--- src/lsu_pkg.sv ---
// Core-side types of the load/store unit. Only byte, halfword and word sizes exist.
// Addresses and data share one width.
`default_nettype none

package lsu_pkg;

  // Data and address width
  localparam int DATA_W = 32;

  // Access size as encoded by the core
  typedef enum logic [1:0] {
    size_byte = 2'b00,
    size_half = 2'b01,
    size_word = 2'b10
  } lsu_size_e;

  // One core request, address is base plus offset
  typedef struct packed {
    logic              we;
    lsu_size_e         size;
    logic              sign_ext;
    logic [DATA_W-1:0] base;
    logic [DATA_W-1:0] offset;
    logic [DATA_W-1:0] wdata;
  } lsu_req_t;

  // What a load needs to build its result
  typedef struct packed {
    lsu_size_e   size;
    logic        sign_ext;
    logic [1:0]  ofs;
  } lsu_ctx_t;

  // One core response
  typedef struct packed {
    logic [DATA_W-1:0] rdata;
    logic              err;
  } lsu_rsp_t;

  // One bus phase, word address and lane-rotated store data
  typedef struct packed {
    logic [DATA_W-1:0]   adr;
    logic                we;
    logic [DATA_W/8-1:0] sel;
    logic [DATA_W-1:0]   wdata;
  } lsu_phase_t;

endpackage

`default_nettype wire

--- src/wb_pkg.sv ---
// Wishbone classic master and slave signal groups, single data width.
// No tags, no burst signals.
`default_nettype none

package wb_pkg;

  // Byte address width
  localparam int WB_ADR_W = 32;
  // Byte selects, data is eight bits per select
  localparam int WB_SEL_W = 4;

  // Master outputs
  typedef struct packed {
    logic [WB_ADR_W-1:0]   adr;
    logic [WB_SEL_W*8-1:0] dat;
    logic [WB_SEL_W-1:0]   sel;
    logic                  we;
    logic                  cyc;
    logic                  stb;
  } wb_req_t;

  // Slave outputs
  typedef struct packed {
    logic [WB_SEL_W*8-1:0] dat;
    logic                  ack;
    logic                  err;
  } wb_rsp_t;

endpackage

`default_nettype wire

--- src/lsu_request.sv ---
// Holds one core request until its response is taken. Misaligned words and
// halfwords at offset 3 split into two bus phases, lower word first.
`timescale 1ns/100ps
`default_nettype none

module lsu_request (
  input  wire logic                clk,
  input  wire logic                rst_n,
  input  wire logic                req_valid_i,
  input  wire lsu_pkg::lsu_req_t   req_i,
  output logic                     req_ready_o,
  output logic                     rsp_valid_o,
  input  wire logic                rsp_ready_i,
  output logic                     phase_valid_o,
  output lsu_pkg::lsu_phase_t      phase_o,
  input  wire logic                phase_done_i,
  input  wire logic                phase_err_i,
  output lsu_pkg::lsu_ctx_t        ctx_o,
  output logic                     phase_last_o,
  output logic                     finish_o
);

  typedef enum logic [1:0] {st_idle, st_ph1, st_ph2, st_rsp} state_e;

  state_e                              state_q;
  state_e                              state_d;
  lsu_pkg::lsu_req_t                   req_q;
  logic                                accept;
  logic [lsu_pkg::DATA_W-1:0]          addr;
  logic [1:0]                          ofs;
  logic                                split;
  logic [lsu_pkg::DATA_W-3:0]          word_adr;
  logic [lsu_pkg::DATA_W/8-1:0]        size_mask;
  logic [2*lsu_pkg::DATA_W/8-1:0]      sel_wide;
  logic [2*lsu_pkg::DATA_W-1:0]        wdata_wide;

  ////////////////////
  // Request capture
  assign req_ready_o = (state_q == st_idle);
  assign accept      = req_valid_i && req_ready_o;

  always_ff @(posedge clk)
  begin
    if (accept)
    begin
      req_q <= req_i;
    end
  end

  ////////////////////
  // Address and split decision
  assign addr = req_q.base + req_q.offset;
  assign ofs  = addr[1:0];
  // Word at any nonzero offset, or halfword crossing into the next word
  assign split = ((req_q.size == lsu_pkg::size_word) && (ofs != 2'b00)) ||
                 ((req_q.size == lsu_pkg::size_half) && (ofs == 2'b11));

  // Phase 2 addresses the following word
  assign word_adr = addr[lsu_pkg::DATA_W-1:2] +
                    {{(lsu_pkg::DATA_W-3){1'b0}}, (state_q == st_ph2)};

  // Lane mask before the offset shift
  always_comb
  begin
    case (req_q.size)
      lsu_pkg::size_byte: size_mask = 4'b0001;
      lsu_pkg::size_half: size_mask = 4'b0011;
      default:            size_mask = 4'b1111;
    endcase
  end

  // Low half feeds phase 1, overflow above lane 3 feeds phase 2
  assign sel_wide = {4'b0000, size_mask} << ofs;

  // Rotate store data left by the byte offset
  assign wdata_wide = {req_q.wdata, req_q.wdata} << {ofs, 3'b000};

  assign phase_o.adr   = {word_adr, 2'b00};
  assign phase_o.we    = req_q.we;
  assign phase_o.sel   = (state_q == st_ph2) ? sel_wide[7:4] : sel_wide[3:0];
  assign phase_o.wdata = wdata_wide[2*lsu_pkg::DATA_W-1:lsu_pkg::DATA_W];

  assign phase_valid_o = (state_q == st_ph1) || (state_q == st_ph2);
  assign phase_last_o  = (state_q == st_ph2) || !split;
  // An error in phase 1 ends the access early
  assign finish_o      = phase_valid_o && phase_done_i && (phase_last_o || phase_err_i);

  assign ctx_o.size     = req_q.size;
  assign ctx_o.sign_ext = req_q.sign_ext;
  assign ctx_o.ofs      = ofs;

  assign rsp_valid_o = (state_q == st_rsp);

  ////////////////////
  // Sequencer
  always_comb
  begin
    state_d = state_q;
    case (state_q)
      st_idle: if (accept) state_d = st_ph1;
      st_ph1:
      begin
        if (phase_done_i)
        begin
          state_d = (split && !phase_err_i) ? st_ph2 : st_rsp;
        end
      end
      st_ph2: if (phase_done_i) state_d = st_rsp;
      st_rsp: if (rsp_ready_i) state_d = st_idle;
      default: state_d = st_idle;
    endcase
  end

  always_ff @(posedge clk or negedge rst_n)
  begin
    if (!rst_n)
    begin
      state_q <= st_idle;
    end
    else
    begin
      state_q <= state_d;
    end
  end

  // Every bus phase moves at least one byte
  a_sel_nonzero: assert property (@(posedge clk) disable iff (!rst_n)
    phase_valid_o |-> (phase_o.sel != '0));

  // Phase 2 only after a clean phase 1 whose lanes ran past the word end
  a_ph2_split: assert property (@(posedge clk) disable iff (!rst_n)
    $rose(state_q == st_ph2) |-> $past(phase_done_i && !phase_err_i) &&
                                 (sel_wide[7:4] != '0));

endmodule

`default_nettype wire

--- src/lsu_wb_master.sv ---
// Wishbone classic master, one cycle per phase and no pipelining. The phase
// must stay stable from phase_valid_i until phase_done_o.
`timescale 1ns/100ps
`default_nettype none

module lsu_wb_master (
  input  wire logic                         clk,
  input  wire logic                         rst_n,
  input  wire logic                         phase_valid_i,
  input  wire lsu_pkg::lsu_phase_t          phase_i,
  output logic                              phase_done_o,
  output logic [lsu_pkg::DATA_W-1:0]        phase_rdata_o,
  output logic                              phase_err_o,
  output wb_pkg::wb_req_t                   wb_o,
  input  wire wb_pkg::wb_rsp_t              wb_i
);

  logic cyc_q;
  logic term;

  // Slave terminates the cycle with ack or err
  assign term = cyc_q && (wb_i.ack || wb_i.err);

  ////////////////////
  // Cycle control
  always_ff @(posedge clk or negedge rst_n)
  begin
    if (!rst_n)
    begin
      cyc_q <= 1'b0;
    end
    else if (cyc_q)
    begin
      // Drop after termination, no restart in the same cycle
      if (term)
      begin
        cyc_q <= 1'b0;
      end
    end
    else if (phase_valid_i)
    begin
      cyc_q <= 1'b1;
    end
  end

  // Address and data come straight from the held phase
  assign wb_o.adr = phase_i.adr;
  assign wb_o.dat = phase_i.wdata;
  assign wb_o.sel = phase_i.sel;
  assign wb_o.we  = phase_i.we;
  assign wb_o.cyc = cyc_q;
  assign wb_o.stb = cyc_q;

  assign phase_done_o  = term;
  assign phase_rdata_o = wb_i.dat;
  assign phase_err_o   = cyc_q && wb_i.err;

  // Request side must not move while the slave is still deciding
  a_wb_stable: assert property (@(posedge clk) disable iff (!rst_n)
    wb_o.stb && !(wb_i.ack || wb_i.err) |=>
      $stable(wb_o.adr) && $stable(wb_o.sel) && $stable(wb_o.we));

endmodule

`default_nettype wire

--- src/lsu_rdata_align.sv ---
// Builds the load result from one or two bus phases and registers it.
// For stores the rdata field carries no meaning.
`timescale 1ns/100ps
`default_nettype none

module lsu_rdata_align (
  input  wire logic                         clk,
  input  wire logic                         rst_n,
  input  wire logic                         phase_done_i,
  input  wire logic [lsu_pkg::DATA_W-1:0]   phase_rdata_i,
  input  wire logic                         phase_err_i,
  input  wire lsu_pkg::lsu_ctx_t            ctx_i,
  input  wire logic                         phase_last_i,
  input  wire logic                         finish_i,
  output lsu_pkg::lsu_rsp_t                 rsp_o
);

  logic [lsu_pkg::DATA_W-1:0]   lo_q;
  logic                         lo_vld_q;
  logic [lsu_pkg::DATA_W-1:0]   lo_word;
  logic [2*lsu_pkg::DATA_W-1:0] wide;
  logic [lsu_pkg::DATA_W-1:0]   joined;
  logic [lsu_pkg::DATA_W-1:0]   ext;
  lsu_pkg::lsu_rsp_t            rsp_d;
  lsu_pkg::lsu_rsp_t            rsp_q;

  ////////////////////
  // Phase 1 capture
  always_ff @(posedge clk)
  begin
    if (phase_done_i && !phase_last_i)
    begin
      lo_q <= phase_rdata_i;
    end
  end

  // Marks held phase 1 data until the access finishes
  always_ff @(posedge clk or negedge rst_n)
  begin
    if (!rst_n)
    begin
      lo_vld_q <= 1'b0;
    end
    else if (finish_i)
    begin
      lo_vld_q <= 1'b0;
    end
    else if (phase_done_i)
    begin
      lo_vld_q <= !phase_last_i;
    end
  end

  ////////////////////
  // Join and extend
  // Single phase uses the current word for both halves
  assign lo_word = lo_vld_q ? lo_q : phase_rdata_i;
  // High bytes of phase 1 land at the bottom and phase 2 fills in above
  assign wide    = {phase_rdata_i, lo_word} >> {ctx_i.ofs, 3'b000};
  assign joined  = wide[lsu_pkg::DATA_W-1:0];

  always_comb
  begin
    case (ctx_i.size)
      lsu_pkg::size_byte:
      begin
        ext = {{24{ctx_i.sign_ext & joined[7]}}, joined[7:0]};
      end
      lsu_pkg::size_half:
      begin
        ext = {{16{ctx_i.sign_ext & joined[15]}}, joined[15:0]};
      end
      default:
      begin
        ext = joined;
      end
    endcase
  end

  assign rsp_d.rdata = ext;
  // A phase 1 error ends the access at once so only the finishing phase carries it
  assign rsp_d.err   = phase_err_i;

  // Response holds until the next access finishes
  always_ff @(posedge clk)
  begin
    if (finish_i)
    begin
      rsp_q <= rsp_d;
    end
  end

  assign rsp_o = rsp_q;

  // The sequencer may only finish on a bus termination
  // Held phase 1 data is always consumed by the last phase
  a_finish_done: assert property (@(posedge clk) disable iff (!rst_n)
    finish_i |-> phase_done_i && (phase_last_i || !lo_vld_q));

endmodule

`default_nettype wire

--- src/lsu_top.sv ---
// Load/store unit with a valid/ready core port and a Wishbone classic bus.
// One request in flight, responses in order.
`timescale 1ns/100ps
`default_nettype none

module lsu_top (
  input  wire logic                clk,
  input  wire logic                rst_n,
  input  wire logic                req_valid_i,
  input  wire lsu_pkg::lsu_req_t   req_i,
  output logic                     req_ready_o,
  output logic                     rsp_valid_o,
  output lsu_pkg::lsu_rsp_t        rsp_o,
  input  wire logic                rsp_ready_i,
  output wb_pkg::wb_req_t          wb_o,
  input  wire wb_pkg::wb_rsp_t     wb_i
);

  // Phase handshake between sequencer and bus master
  logic                         phase_valid;
  lsu_pkg::lsu_phase_t          phase;
  logic                         phase_done;
  logic [lsu_pkg::DATA_W-1:0]   phase_rdata;
  logic                         phase_err;
  // Load context towards the aligner
  lsu_pkg::lsu_ctx_t            ctx;
  logic                         phase_last;
  logic                         finish;

  lsu_request u_request (
    .clk           (clk),
    .rst_n         (rst_n),
    .req_valid_i   (req_valid_i),
    .req_i         (req_i),
    .req_ready_o   (req_ready_o),
    .rsp_valid_o   (rsp_valid_o),
    .rsp_ready_i   (rsp_ready_i),
    .phase_valid_o (phase_valid),
    .phase_o       (phase),
    .phase_done_i  (phase_done),
    .phase_err_i   (phase_err),
    .ctx_o         (ctx),
    .phase_last_o  (phase_last),
    .finish_o      (finish)
  );

  lsu_wb_master u_wb_master (
    .clk           (clk),
    .rst_n         (rst_n),
    .phase_valid_i (phase_valid),
    .phase_i       (phase),
    .phase_done_o  (phase_done),
    .phase_rdata_o (phase_rdata),
    .phase_err_o   (phase_err),
    .wb_o          (wb_o),
    .wb_i          (wb_i)
  );

  lsu_rdata_align u_rdata_align (
    .clk           (clk),
    .rst_n         (rst_n),
    .phase_done_i  (phase_done),
    .phase_rdata_i (phase_rdata),
    .phase_err_i   (phase_err),
    .ctx_i         (ctx),
    .phase_last_i  (phase_last),
    .finish_i      (finish),
    .rsp_o         (rsp_o)
  );

endmodule

`default_nettype wire

--- config.mk ---
export PLATFORM = sky130hd
export DESIGN_NAME = lsu_top
export DESIGN_NICKNAME = d
export VERILOG_FILES = /design/src/lsu_pkg.sv /design/src/wb_pkg.sv /design/src/lsu_request.sv /design/src/lsu_wb_master.sv /design/src/lsu_rdata_align.sv /design/src/lsu_top.sv
export SDC_FILE = /design/constraint.sdc
export NUM_CORES = 1
export LEC_CHECK = 0
export ABC_CLOCK_PERIOD_IN_PS = 6400
export BUFFER_PORTS_ARGS = -buffer_cell sky130_fd_sc_hd__buf_2
export CORE_UTILIZATION = 50
export CTS_CLUSTER_SIZE = 24
export DETAILED_ROUTE_END_ITERATION = 8
export GPL_ROUTABILITY_DRIVEN = 0
export PLACE_DENSITY = 0.76
export SLEW_MARGIN = 30
export SYNTH_ARGS = -nofsm -noshare
export SYNTH_HDL_FRONTEND = slang
export SYNTH_SLANG_ARGS = --single-unit
--- constraint.sdc ---
create_clock -name clk -period 6.4 [get_ports clk]
set_clock_uncertainty 0.2 [all_clocks]
set_input_delay 0.64 -clock clk [delete_from_list [all_inputs] [get_ports clk]]
set_output_delay 0.64 -clock clk [all_outputs]
set_load 0.01 [all_outputs]
==> results of run 1 <==
==> worst max-delay path, cell delays in order, from the launching register on <==
cell	delay (ps)
edfxtp_1	370
ha_4	150
inv_1	50
fa_4	430
nand2b_1	210
a21oi_4	210
o21ai_1	120
a21oi_2	230
nand2_1	120
nor4_1	670
nor3b_4	410
nand4_2	190
nor3b_2	200
xor2_1	150
buf_2	140
==> metal layers <==
| layer | wire length (um) | track usage (%) | vias to the layer above | part of all wire (%) |
|---|---|---|---|---|
| met5 | 0 | 0 | - | 0 |
| met2 | 11070 | 38.00 | 254 | 49 |
| li1 | - | - | 3557 | - |
| met3 | 1702 | 5.989 | 32 | 7.5 |
| met4 | 435 | 7.980 | 0 | 1.9 |
| met1 | 9514 | 29.55 | 3524 | 42 |
==> cell type report <==
class                   instances  share of cell area, %
well taps                     260                  2.743
diodes                          4                0.08439
flip-flops and latches        169                  42.62
inverters                      13                 0.4114
clock buffers                  17                  3.586
multi-input cells             589                  38.57
repair buffers                248                  10.66
clock inverters                15                  1.329
==> power breakdown <==
group	total, W	internal (W)	switching (W)
logic	0.00222	0.000913	0.00130
registers	0.00163	0.00152	0.000102
clock network	0.00100	0.000522	0.000481
==> final timing paths <==
path,start,end,slack (ps),depth (start not counted)
setup / recovery,u_request.req_q[32],wb_o[66],1480,14
hold / removal,req_i[29],u_request.req_q[29],180,1
setup reg to reg,u_request.req_q[32],u_rdata_align.rsp_o[17],2520,10
hold reg to reg,u_wb_master.cyc_q,u_wb_master.cyc_q,430,1
max in group asynchronous,rst_n,u_rdata_align.lo_vld_q,5540,2
min in group asynchronous,rst_n,u_wb_master.cyc_q,340,2
==> per-stage QoR <==
step	setup WS (ps)	std cells	total power [W]	hold WS [ps]
final	1482	1315	0.004845	176.8
after global placement	2090	1278	0.003827	253.3
after floorplan	2479	820	0.003192	144.4
after global routing	1184	1314	0.005154	150.1
after CTS	1519	1311	0.004885	155.7
after detailed placement	1998	1278	0.003861	253.5
==> synthesized netlist by cell type (14+ instances only) <==
cell type / instances / area [um^2]
o21ai_0: 55 / 275.3
mux4_2: 32 / 720.7
mux2i_1: 30 / 300.3
mux2_2: 14 / 157.7
ha_1: 37 / 462.9
a21oi_1: 46 / 230.2
a21o_1: 17 / 127.6
nor2b_1: 17 / 106.4
nand3_1: 17 / 85.08
nor2_1: 49 / 183.9
clkbuf_1: 22 / 82.58
edfxtp_1: 165 / 4955
nand2_1: 80 / 300.3
xnor2_1: 24 / 210.2
xor2_1: 28 / 245.2
==> flip-flops by register name, summed over array words and instances (netlist names) <==
register and count:
u_request.state_q 2, u_request.ctx_o 3, u_rdata_align.rsp_o 33, u_rdata_align.lo_vld_q 1, u_rdata_align.lo_q 32, u_request.phase_o 1
u_wb_master.cyc_q 1, u_request.req_q 96
==> kinds of logic (layout without fill, tap and decap cells) <==
kind of cell             count (synthesis)  after routing  synth area share [%]
flip-flops                             169            169                 51.30
buffers and inverters                   62            293                 2.692
AND/OR/NAND/NOR                        224            224                 11.26
AO/OA/AOI/OAI                          196            196                 13.05
adder cells (fa/ha/maj)                 38             38                 4.902
multiplexers                            76             76                 11.96
other                                    1              6               0.03806
XOR/XNOR                                53             53                 4.787
==> results.json, run 1 <==
{
  "worstSkewPairLatency_ps": 430,
  "num-nets-final": 1214,
  "syn_area_um2": 9853,
  "critPathArrivalTime_ps": 4080,
  "status": "finished, final reports clean",
  "dieArea_um2": 20270,
  "synth_edf_count": 165,
  "cts_resized": 0,
  "drv_cap": 0,
  "routed_wl_um": 22730,
  "max_slew.worst_pin.slew_ps": 1001,
  "grt_max_degree": 100,
  "post_cts_buffers": 0,
  "layout_common_cells": "241 x buf_2, 165 x edfxtp_1, 80 x nand2_1",
  "layout-drive-gt1-share_pct": 34.25,
  "avgRoutedWirePerCell_um": 17.28,
  "dr.first_iter.drc_count": 521,
  "die_h_um": 142.4,
  "firstDrtPassIters": 6,
  "p_per_area_nw_per_um2": 408.5,
  "final_area_um2": 11860,
  "track_usage_pct": 23.09,
  "ys_warn_count": 0,
  "crit_path_start_kind": "flop",
  "final-setup-viol-count": 0,
  "route.detailed.drc": 0,
  "cp_max_fo": 6,
  "core_area_um2": 19020,
  "grt_pass1_wl_um": 35740,
  "async_flop_share_pct": 2.367,
  "utilization_pct": 62.37,
  "vias": 7367,
  "relSlewSlack_pct": 33.27,
  "hold_buffers": 1,
  "grt_pass1_vias": 7173,
  "cp_data_required_time_ps": 5560,
  "grt_remaining_overflow": 0,
  "root_buffer": "clkbuf_16",
  "n_fill_cell": 1553,
  "syn2layout_area_growth_pct": 20.38,
  "hold_viol": 0,
  "peakVddDrop_mv": 0.3556,
  "vias_per_cell": 5.602,
  "synth.distinct_cells": 77,
  "cts_buffers": 17,
  "fin_tns_setup_ps": 0,
  "worstHoldPathType": "primary input to flop",
  "num_rows": 50,
  "avgSynthCellArea_um2": 12.03,
  "port_buffers": 241,
  "power.leakage_nw": 4.679,
  "dpl.hpwl_um": 16570,
  "cts_tree": "yes",
  "finalCritPeriodShare_pct": 76.85,
  "critPathKind": "flop to output port",
  "period_needed_ps": 4918,
  "drtAntennaViolNets": 0,
  "cts_max_level": 4,
  "clock_path_buffers": 2,
  "initial_core_util_pct": 51.81,
  "grt_antenna_before_repair": 5,
  "end_kind": "output port",
  "placed_area_um2": 11260,
  "yosysSeqAreaShare_pct": 51.30,
  "fmax_mhz": 203.3,
  "seq_area_um2": 5055,
  "yosys_most_used_dff": "edfxtp_1",
  "rsz0062_at_grt": "false",
  "ios": 244,
  "final_common_cell": "buf_2",
  "multi_input_area_um2": 4574,
  "syn_inst": 819,
  "cts_sinks": 169,
  "clk_pin_slew_ps": 80,
  "ys_ff_latch": 169,
  "die_w_um": 142.4,
  "final_max_slew_viol_count": 0
}
No activity file was read; power rests on OpenSTA's default activity.
==> run 2: changes to the inputs <==
--- a/config.mk
+++ b/config.mk
@@ -5,13 +5,14 @@
 export SDC_FILE = /design/constraint.sdc
 export NUM_CORES = 1
 export LEC_CHECK = 0
-export ABC_CLOCK_PERIOD_IN_PS = 6400
+export ABC_AREA = 1
+export ABC_CLOCK_PERIOD_IN_PS = 4420
 export BUFFER_PORTS_ARGS = -buffer_cell sky130_fd_sc_hd__buf_2
 export CORE_UTILIZATION = 50
 export CTS_CLUSTER_SIZE = 24
 export DETAILED_ROUTE_END_ITERATION = 8
 export GPL_ROUTABILITY_DRIVEN = 0
-export PLACE_DENSITY = 0.76
+export PLACE_DENSITY = 0.78
 export SLEW_MARGIN = 30
 export SYNTH_ARGS = -nofsm -noshare
 export SYNTH_HDL_FRONTEND = slang
==> constraint.sdc (replaced) <==
create_clock -name clk -period 4.42 [get_ports clk]
set_clock_uncertainty 0.2 [all_clocks]
set_input_delay 0.442 -clock clk [delete_from_list [all_inputs] [get_ports clk]]
set_output_delay 0.442 -clock clk [all_outputs]
set_load 0.01 [all_outputs]
==> results.json, run 2 <==
{
  "grt_max_degree": 65,
  "port_buffers": 241,
  "p_per_area_nw_per_um2": 577.2,
  "grt_pass1_vias": 9894,
  "cts_tree": "yes",
  "dieArea_um2": 22370,
  "yosysSeqAreaShare_pct": 46.43,
  "firstDrtPassIters": 8,
  "layout-drive-gt1-share_pct": 20.84,
  "cp_common_cell": "nand2_1",
  "hold_viol": 0,
  "initial_core_util_pct": 51.47,
  "peakVddDrop_mv": 0.3978,
  "syn_area_um2": 10890,
  "worstHoldPathType": "primary input to flop",
  "ios": 244,
  "die_w_um": 149.6,
  "dpl.hpwl_um": 22430,
  "synth_edf_count": 165,
  "synth_top_area_cell": "edfxtp_1",
  "multi_input_area_um2": 4937,
  "n_fill_cell": 1695,
  "core_area_um2": 21150,
  "clk_pin_slew_ps": 70,
  "async_flop_share_pct": 2.367,
  "max_slew.worst_pin.slew_ps": 809.0,
  "post-place-ws_ps": 974.0,
  "die_h_um": 149.6,
  "power.leakage_nw": 6.725,
  "critical_path.slowest_cell": "fa_2",
  "synth.most_common_cell": "nand2_1",
  "crit_buf_inv": 3,
  "utilization_pct": 65.64,
  "vias": 10440,
  "status": "finished, final reports clean",
  "largest_reg_flops": 96,
  "final-setup-viol-count": 0,
  "syn2layout_area_growth_pct": 27.53,
  "avgRoutedWirePerCell_um": 15.84,
  "path_cells": "ha_2 -> inv_1 -> fa_2 -> xnor2_1 -> ha_1 -> ha_1 -> nand2_2 -> nor2_4 -> inv_2 -> nor2_2 -> nand2_1 -> nor2_2 -> nand2_1 -> nor2_2 -> nand2_1 -> nand2_1 -> nand2_1 -> buf_2",
  "track_usage_pct": 28.37,
  "drtAntennaViolNets": 0,
  "root_buffer": "clkbuf_16",
  "dp.cells": 1849,
  "largest_register": "u_request.req_q",
  "crit_path_start_kind": "flop",
  "cp_top_family": "adder cells",
  "rsz0062_at_grt": "false",
  "worst_slack_ps": 595.8,
  "finalNonFillerCells": 1977,
  "netlist_top_cells_area": "edfxtp_1 46%, nand2_1 16%, inv_1 6.3%, ha_1 4.3%, o21ai_0 4.0%",
  "critPathArrivalTime_ps": 3180,
  "final_max_slew_viol_count": 0,
  "vias_per_cell": 5.283,
  "synth.distinct_cells": 39,
  "cts_buffers": 17,
  "grt_antenna_before_repair": 3,
  "ys_ff_latch": 169,
  "grt_remaining_overflow": 0,
  "relSlewSlack_pct": 46.07,
  "cts_sinks": 169,
  "synth_commonest_cells": "476 x nand2_1, 184 x inv_1, 165 x edfxtp_1",
  "cp_max_fo": 3,
  "final_common_cell": "nand2_1",
  "finalCritPeriodShare_pct": 86.52,
  "critPathKind": "flop to output port",
  "fmax_mhz": 261.5,
  "max_stage_delay_ps": 360,
  "fin_tns_setup_ps": 0,
  "num_rows": 53,
  "ys_warn_count": 0,
  "cp_data_required_time_ps": 3780,
  "routed_wl_um": 31320,
  "yosys_most_used_dff": "edfxtp_1",
  "clock_path_buffers": 2,
  "layout_common_cells": "476 x nand2_1, 241 x buf_2, 183 x inv_1",
  "period_needed_ps": 3824,
  "dr.first_iter.drc_count": 1049,
  "power.total_w": 0.008015,
  "drv_cap": 0,
  "worstSkewPairLatency_ps": 430,
  "syn_inst": 1357,
  "avgSynthCellArea_um2": 8.024,
  "seq_area_um2": 5055,
  "synth_top_area_share_pct": 45.51,
  "end_kind": "output port",
  "route.detailed.drc": 0,
  "grt_pass1_wl_um": 49020,
  "cts_resized": 0,
  "cts_max_level": 4,
  "num-nets-final": 1862
}
-- run 2: kinds of logic after synthesis --
kind of cell	count (synthesis)	share of synthesized area [%]
AO/OA/AOI/OAI	145	7.722
XOR/XNOR	20	1.609
buffers and inverters	234	8.354
flip-flops	169	46.43
adder cells (fa/ha/maj)	38	4.436
multiplexers	40	3.677
AND/OR/NAND/NOR	710	27.74
other	1	0.03444
-- run 2: report_power, final --
| group | switching [W] | total [W] | internal, W |
|---|---|---|---|
| combinational | 0.00275 | 0.00414 | 0.00138 |
| clock | 0.000711 | 0.00147 | 0.000757 |
| sequential | 0.000148 | 0.00241 | 0.00226 |
-- run 2: worst paths after layout --
check / startpoint / cells after the start / to / slack [ps]
worst min register to register: u_request.state_q[0] / 2 / u_request.state_q[0] / 360
worst max register to register: u_request.req_q[32] / 12 / u_rdata_align.rsp_o[32] / 1100
min in group asynchronous: rst_n / 2 / u_rdata_align.lo_vld_q / 190
worst max-delay path: u_request.req_q[32] / 18 / wb_o[69] / 600
max in group asynchronous: rst_n / 2 / u_request.state_q[0] / 3710
worst min-delay path: wb_i[32] / 1 / u_rdata_align.lo_q[30] / 10
-- run 2: worst reg2reg max path: stages (launching register included) --
cell	delay (ps)
edfxtp_1	330
ha_2	190
inv_1	50
fa_2	580
buf_4	460
nand2_1	110
inv_1	440
nand2_1	120
o221ai_1	120
nand3_2	220
nand2_1	140
inv_2	130
nand2_1	100
-- run 2: layer usage --
metal  vias up  GRT usage (%)  part of all wire (%)
met5         -              0                 0.042
met4         2          9.388                   2.3
met3        63          5.671                   8.5
met2       559          50.65                    51
met1      4726          33.91                    38
li1       5094              -                     -
-- run 2: per-stage QoR --
stage / hold WS [ps] / instance area, um^2
CTS: 0.1522 / 13850
floorplan: -53.59 / 10890
global route: 0.3834 / 13880
detailed placement: 56.92 / 12370
finish: 10.92 / 13890
global placement: 52.50 / 12370
-- run 2: final cells by class --
cell class                      instances  share of cell area [%]
Antenna cell                            3                 0.05406
Clock buffer                           17                   3.064
Clock inverter                         15                   1.090
Inverter                              198                   5.370
Multi-Input combinational cell        955                   35.56
Sequential cell                       169                   36.40
Tap cell                              275                   2.478
Timing Repair Buffer                  345                   15.98
-- run 2: repair_timing --
action,CTS,global route
endpoints found under the setup margin,0,0
hold buffers,90,3
buffers inserted,0,0
endpoints found under the hold margin,93,3
